==> src/verilog/ring_pkg.sv <==
package ring_pkg;

	// ==================================================================
	// Identifiers and widths
	// ==================================================================

	typedef logic [4:0] node_id_t;	// Node number on the ring
	typedef logic [5:0] core_id_t;	// Node number with the core bit as LSB

	localparam int ADDR_W = 15;	// Word address into the shared RAM
	localparam int DATA_W = 32;	// One RAM word
	localparam int SEL_W  = DATA_W / 8;	// One write enable per byte lane

	// Read data shows up this many clocks after the RAM takes the request
	localparam int RAM_LATENCY = 2;

	// ==================================================================
	// Slot format
	// ==================================================================

	// OP_PEND never leaves a node
	// The receive stage marks a read with it and the transmit stage
	// swaps it for OP_REPLY once the RAM word has been merged in
	typedef enum logic [1:0] {
		OP_WRITE = 2'd0,	// Store data at addr of the dst core
		OP_READ  = 2'd1,	// Fetch the word at addr of the dst core
		OP_REPLY = 2'd2,	// Returned word heading back to the requester
		OP_PEND  = 2'd3	// Reply still waiting for RAM data
	} ring_op_t;

	// One ring slot, 66 bits with valid as the MSB
	typedef struct packed {
		logic              valid;	// Slot carries a packet
		ring_op_t          op;
		core_id_t          dst;	// Target node and core
		core_id_t          src;	// Sender node and core
		logic [SEL_W-1:0]  sel;	// Byte enables for a write
		logic [ADDR_W-1:0] addr;	// Word address
		logic [DATA_W-1:0] data;	// Write data or returned read data
	} ring_slot_t;

endpackage
==> src/verilog/mem_port_if.sv <==
// One port of the shared RAM
// The receive stage drives the request side and the transmit stage of the
// same core picks up rdata, so both sit on the nic modport
interface mem_port_if #(
	parameter int ADDR_W = ring_pkg::ADDR_W,
	parameter int DATA_W = ring_pkg::DATA_W
);
	localparam int SEL_W = DATA_W / 8;	// Byte lanes per word

	logic              en;	// Access this cycle, read or write
	logic [SEL_W-1:0]  we;	// Byte write enables, all zero for a read
	logic [ADDR_W-1:0] addr;	// Word address
	logic [DATA_W-1:0] wdata;	// Write data
	logic [DATA_W-1:0] rdata;	// Read data, pipelined by the RAM

	modport nic (
		output en,
		output we,
		output addr,
		output wdata,
		input  rdata
	);

	modport ram (
		input  en,
		input  we,
		input  addr,
		input  wdata,
		output rdata
	);

endinterface

==> src/verilog/nic_rx.sv <==
module nic_rx #(
	parameter bit CORE = 1'b0	// Core bit appended to the node number
) (
	input  logic                 clk_i,
	input  logic                 arst_n_i,
	input  ring_pkg::node_id_t   node_id_i,
	input  ring_pkg::ring_slot_t slot_i,
	output ring_pkg::ring_slot_t slot_o,
	mem_port_if.nic              mem	// Request side of this core's RAM port
);
	import ring_pkg::*;

	core_id_t   own_id;	// Identifier this stage answers to
	logic       hit;	// Valid slot addressed to this core
	logic       is_wr;
	logic       is_rd;
	ring_slot_t slot_d;	// Slot as it leaves this stage
	ring_slot_t slot_q;	// Payload register
	logic       valid_q;	// Valid bit of the output slot

	assign own_id = {node_id_i, CORE};
	assign hit    = slot_i.valid && (slot_i.dst == own_id);
	assign is_wr  = hit && (slot_i.op == OP_WRITE);
	assign is_rd  = hit && (slot_i.op == OP_READ);

	// ==================================================================
	// Slot rewrite
	// ==================================================================

	// Replies and foreign traffic go through untouched
	always_comb begin
		slot_d = slot_i;
		if (is_wr) begin
			slot_d.valid = 1'b0;	// Write is absorbed and the slot frees up
		end else if (is_rd) begin
			// Turn the request around toward the sender
			// The transmit stage fills data once the RAM answers
			slot_d.op   = OP_PEND;
			slot_d.dst  = slot_i.src;
			slot_d.src  = own_id;
			slot_d.data = '0;
		end
	end

	// ==================================================================
	// Registers
	// ==================================================================

	always_ff @(posedge clk_i or negedge arst_n_i) begin
		if (!arst_n_i) begin
			valid_q <= 1'b0;
			mem.en  <= 1'b0;
			mem.we  <= '0;
		end else begin
			valid_q <= slot_d.valid;
			mem.en  <= is_wr || is_rd;	// RAM takes it on the next edge
			mem.we  <= is_wr ? slot_i.sel : '0;
		end
	end

	// Address and data only matter while en is high
	always_ff @(posedge clk_i) begin
		slot_q    <= slot_d;
		mem.addr  <= slot_i.addr;
		mem.wdata <= slot_i.data;
	end

	always_comb begin
		slot_o       = slot_q;
		slot_o.valid = valid_q;
	end

	// The previous transmit stage must have resolved every pending reply
	no_pend_in: assert property (@(posedge clk_i) disable iff (!arst_n_i)
		slot_i.valid |-> (slot_i.op != OP_PEND));

	// A RAM write frees the slot and a RAM read leaves a pending reply,
	// so the two never line up on the same request
	wr_not_rd: assert property (@(posedge clk_i) disable iff (!arst_n_i)
		mem.en |-> ((|mem.we) != (slot_o.valid && slot_o.op == OP_PEND)));

endmodule

==> src/flat_wrapper.sv <==
// flat-port wrapper written by rule: the top's interface ports become plain ports
module nic_rx_flat import ring_pkg::*;
#(
	parameter bit CORE = 1'b0	                                       
)
  (clk_i, arst_n_i, node_id_i, slot_i, slot_o, mem_en, mem_we, mem_addr, mem_wdata, mem_rdata);
  mem_port_if mem_i ();
  input  logic clk_i;
  input  logic arst_n_i;
  input  ring_pkg::node_id_t node_id_i;
  input  ring_pkg::ring_slot_t slot_i;
  output ring_pkg::ring_slot_t slot_o;
  output wire logic [$bits(mem_i.en)-1:0] mem_en;
  output wire logic [$bits(mem_i.we)-1:0] mem_we;
  output wire logic [$bits(mem_i.addr)-1:0] mem_addr;
  output wire logic [$bits(mem_i.wdata)-1:0] mem_wdata;
  input wire logic [$bits(mem_i.rdata)-1:0] mem_rdata;
  assign mem_en = mem_i.en;
  assign mem_we = mem_i.we;
  assign mem_addr = mem_i.addr;
  assign mem_wdata = mem_i.wdata;
  assign mem_i.rdata = mem_rdata;
  nic_rx #(.CORE(CORE)) u_core (.clk_i(clk_i), .arst_n_i(arst_n_i), .node_id_i(node_id_i), .slot_i(slot_i), .slot_o(slot_o), .mem(mem_i));
endmodule
==> config.mk <==
export PLATFORM = sky130hd
export DESIGN_NAME = nic_rx_flat
export DESIGN_NICKNAME = d
export VERILOG_FILES = /design/src/verilog/ring_pkg.sv /design/src/verilog/mem_port_if.sv /design/src/verilog/nic_rx.sv /design/src/flat_wrapper.sv
export SDC_FILE = /design/constraint.sdc
export NUM_CORES = 1
export LEC_CHECK = 0
export BUFFER_PORTS_ARGS = -buffer_cell sky130_fd_sc_hd__buf_2
export CAP_MARGIN = 10
export CORE_ASPECT_RATIO = 0.7
export CORE_MARGIN = 2
export CORE_UTILIZATION = 38
export CTS_CLUSTER_DIAMETER = 150
export DETAILED_ROUTE_END_ITERATION = 16
export PLACE_DENSITY = 0.79
export REMOVE_ABC_BUFFERS = 1
export SYNTH_ARGS = -nofsm -noshare
export SYNTH_HDL_FRONTEND = slang
export SYNTH_SLANG_ARGS = --single-unit
export TNS_END_PERCENT = 5
==> constraint.sdc <==
create_clock -name clk_i -period 0.8 [get_ports clk_i]
set_input_delay 0.08 -clock clk_i [delete_from_list [all_inputs] [get_ports clk_i]]
set_output_delay 0.08 -clock clk_i [all_outputs]
set_load 0.05 [all_outputs]
Word level (Yosys, flattened, before mapping)
Index checks and enable logic that the tools add are counted.
{ "totals": {"reg_bits": 103, "in_bits": 105, "output_inout_bits": 118} }
{ "op_classes": {"eq_ne": 2, "mux": 6, "n_reduce_logical": 5} }
{ "op_table": {"columns": ["op", "n"], "rows": [
  ["2-to-1 mux 32 bit", 2],
  ["2-to-1 mux 14 bit", 2],
  ["== test 6 bit", 1],
  ["2-to-1 mux 4 bit", 1],
  ["logical AND 1 bit", 3],
  ["== test 2 x 1 -> 1 bit, second input constant", 1],
  ["zero test 2 bit", 1],
  ["logical OR 1 bit", 1],
  ["2-to-1 mux 1 bit", 1]
]} }

Depth between registers and ports, before layout
{ "depth": {"ltp_word": 5, "depth_mapped": 5} }

Least setup slack after synthesis
Ideal clock, no wire load.
{ "synth_path": {"kind": "input port to flip-flop", "from": "input node_id_i[2]", "to": "register u_core.slot_q, in the netlist u_core.slot_o[55]", "setup_time_ps": 121, "t_arrival_ps": 1094, "t_required_ps": 679, "slack_ps": -415, "stages": 5, "path_buffers": 1, "path_cell_list": "xnor2_1 > and4_4 > nand4_4 > buf_6 > mux2_4"} }
{ "synth_lines": {"columns": ["element", "line_no", "text"], "rows": [
  ["start, declared", "flat_wrapper.sv:10", "input ring_pkg::node_id_t node_id_i;"],
  ["end signal, assigned", "nic_rx.sv:63", "slot_q <= slot_d;"],
  ["end, declared", "nic_rx.sv:18", "ring_slot_t slot_q;"]
]} }

Final worst setup path
{ "layout_path": {"from": "register u_core.mem.we[1]", "to": "output mem_we[1]"} }
{ "layout_lines": {"columns": ["element", "line_no", "text"], "rows": [
  ["start, declared", "mem_port_if.sv:18", "output we,"],
  ["start signal, assigned", "nic_rx.sv:57", "mem.we <= is_wr ? slot_i.sel : '0;"],
  ["end, declared", "flat_wrapper.sv:14", "output wire logic [$bits(mem_i.we)-1:0] mem_we;"]
]} }
No word-level cell between the ends.

==> out/qor.csv <==
metric,value,unit
status,finished with violations,
violations,negative setup slack,
routedWlPerCell,20.7,um
layout_common_cells,"dfxtp_2 (89), buf_8 (81), dlygate4sd3_1 (67)",
grt_max_degree,17,
cts_setup_buffers,0,
vias,2454,
synth_compound_area_share,0.319,%
rsz0062_at_grt,yes,
power.total,11.4,mW
ant_nets,0,
tightest_slew,0.261,ns
die_height,75.1,um
setup_ws,-0.202,ns
crit_end,mem_we[1],
cp_num_buf_inv,1,
fin_setup_tns,-22.81,ns
synth_top_family_by_area,simple AND/OR/NAND/NOR gates,
final_hold_viol_count,0,
num_io_pins,223,
grt_pass1_vias,2725,
ys_seq_area_share,76.2,%
cp_top_family,flip-flops,
critPathLaunch,u_core.mem.we[1]$_DFF_PN0_,
syn_inst,189,
critPathMaxFanout,1,
cts_tree,built,
layout-drive-gt1-share,78.6,%
synthXorXnorAreaFrac,1.59,%
hold_path.class,in -> async,
cpPeakStageDelay,0.40,ns
num_rows,25,
first_iter_violations,71,
cts.path.max_buffers,2,
post-dp-hpwl,5000,um
syn_area,2750,um2
ys_seq_elements,103,
drc,0,
synthAdderAreaFrac,0,%
die_w,106,um
path_clk_slew,0.09,ns
critical_path_arrival,0.92,ns
drt-total-wl,11400,um
min_period,1.00,ns
crit_chain,buf_6,
grt_util_all_layers,25.2,%
synth_cell_type_count,19,
final_common_cell,dfxtp_2,
syn2layout_area_growth,119,%
drv_cap,0,
numCtsBuffers,9,
synth_mux_area_share,5.06,%
gp_congestion,0.681,
dr.pass1.iters,4,
peakVddDrop,1180,uV
synth_area_per_cell,14.5,um2
numPortBuffers,190,
slew_headroom,82.5,%
design.die.area,7930,um2
setup.worst_path.class,reg -> out,
layout.nets,559,
cp-start-kind,flop,
cts_root_buf,clkbuf_8,
end_kind,output port,
yosys.area_share.simple,11.4,%
finalSetupViolCount,166,
power_density,1890,nW/um2
core-area,6880,um2
cp.depth,1,
antenna_found_initial,1,
cp.required,0.72,ns
grt-ovfl-total,0,
viasPerCell,4.43,
p_leak,2.79,nW
htree_levels,3,
max_freq,0.998,GHz
drv_slew,0,
crit_slowest_cell,dfrtp_1,
timing.final.crit_share,125,%
start_util,39.9,%
grt_pass1_wl,14500,um
clock-sinks,103,
yosysWarningCount,0,
## routing by layer
layer  wire length, um  share of wire, %  vias to the layer above  GRT usage (%)
met1              3690                32                     1172           22.2
met4               443               3.9                        0           12.3
met3               861               7.5                       33           9.61
met5                 0                 0                        -              0
li1                  -                 -                     1104              -
met2              6450                56                      145           51.5
## registers in the layout (all words and copies together) (netlist names)
name	flops
u_core.mem.wdata	32
u_core.mem.addr	15
u_core.mem.en	1
u_core.slot_o	50
u_core.mem.we	4
u_core.valid_q	1
## layout make-up
class	count	area, um2
antenna	1	2.50
clock buffer	10	128
clock inverter	6	37.5
fill	286	862
inverter	1	3.75
multi-input combinational	64	631
sequential	103	2230
tap	94	118
timing repair buffer	275	2870
## per-stage QoR
step	utilization [%]	instances	area, um2	worst slack (ns)	hold WS [ns]
5_1_grt	87.5	554	6020	-0.242	0.0621
3_3_place_gp	55.5	469	3820	-0.603	-0.0935
2_1_floorplan	-	168	2600	-0.565	-0.216
6_report	87.5	554	6020	-0.202	0.0652
4_1_cts	84.2	553	5790	-0.213	0.0245
3_5_place_dp	55.5	469	3820	-0.637	-0.0893
## cell families after synthesis
kind of cell / count (synthesis)
compound gates: 1
simple gates: 48
xor+xnor: 5
mux: 10
buf+inv: 22
flops: 103
## cell usage after synthesis (all sizes together)
master	number	area, um2
a31o	1	8.76
and2	38	238
and4	1	11.3
buf	17	131
clkbuf	4	15.0
dfrtp	6	150
dfxtp	97	1940
inv	1	3.75
mux2	10	139
nand2	2	7.51
nand3	1	5.00
nand4	2	27.5
nor2b	2	12.5
nor3	1	5.00
nor4	1	6.26
xnor2	5	43.8
## worst min path at each step
stage               slack [ns]                         end  cells after the start
floorplan                -0.22     u_core.mem.en$_DFF_PN0_                      0
global placement         -0.09  u_core.mem.we[2]$_DFF_PN0_                      1
detailed placement       -0.09  u_core.mem.we[2]$_DFF_PN0_                      1
CTS                       0.02    u_core.valid_q$_DFF_PN0_                      3
global route              0.06  u_core.mem.we[2]$_DFF_PN0_                      2
finish                    0.07  u_core.mem.we[1]$_DFF_PN0_                      2
## power by group
| group | internal, mW | switching (mW) |
|---|---|---|
| Clock | 1.12 | 1.77 |
| Sequential | 5.44 | 0.213 |
| Combinational | 1.31 | 1.53 |
## timing repair
action                     in CTS  in global routing
hold endpoints to repair      107                  0
pin swaps                      13                  2
hold buffers                   68                  0
resized for setup             390                 71
setup endpoints to repair     167                167
(Power assumes the default switching activity.)
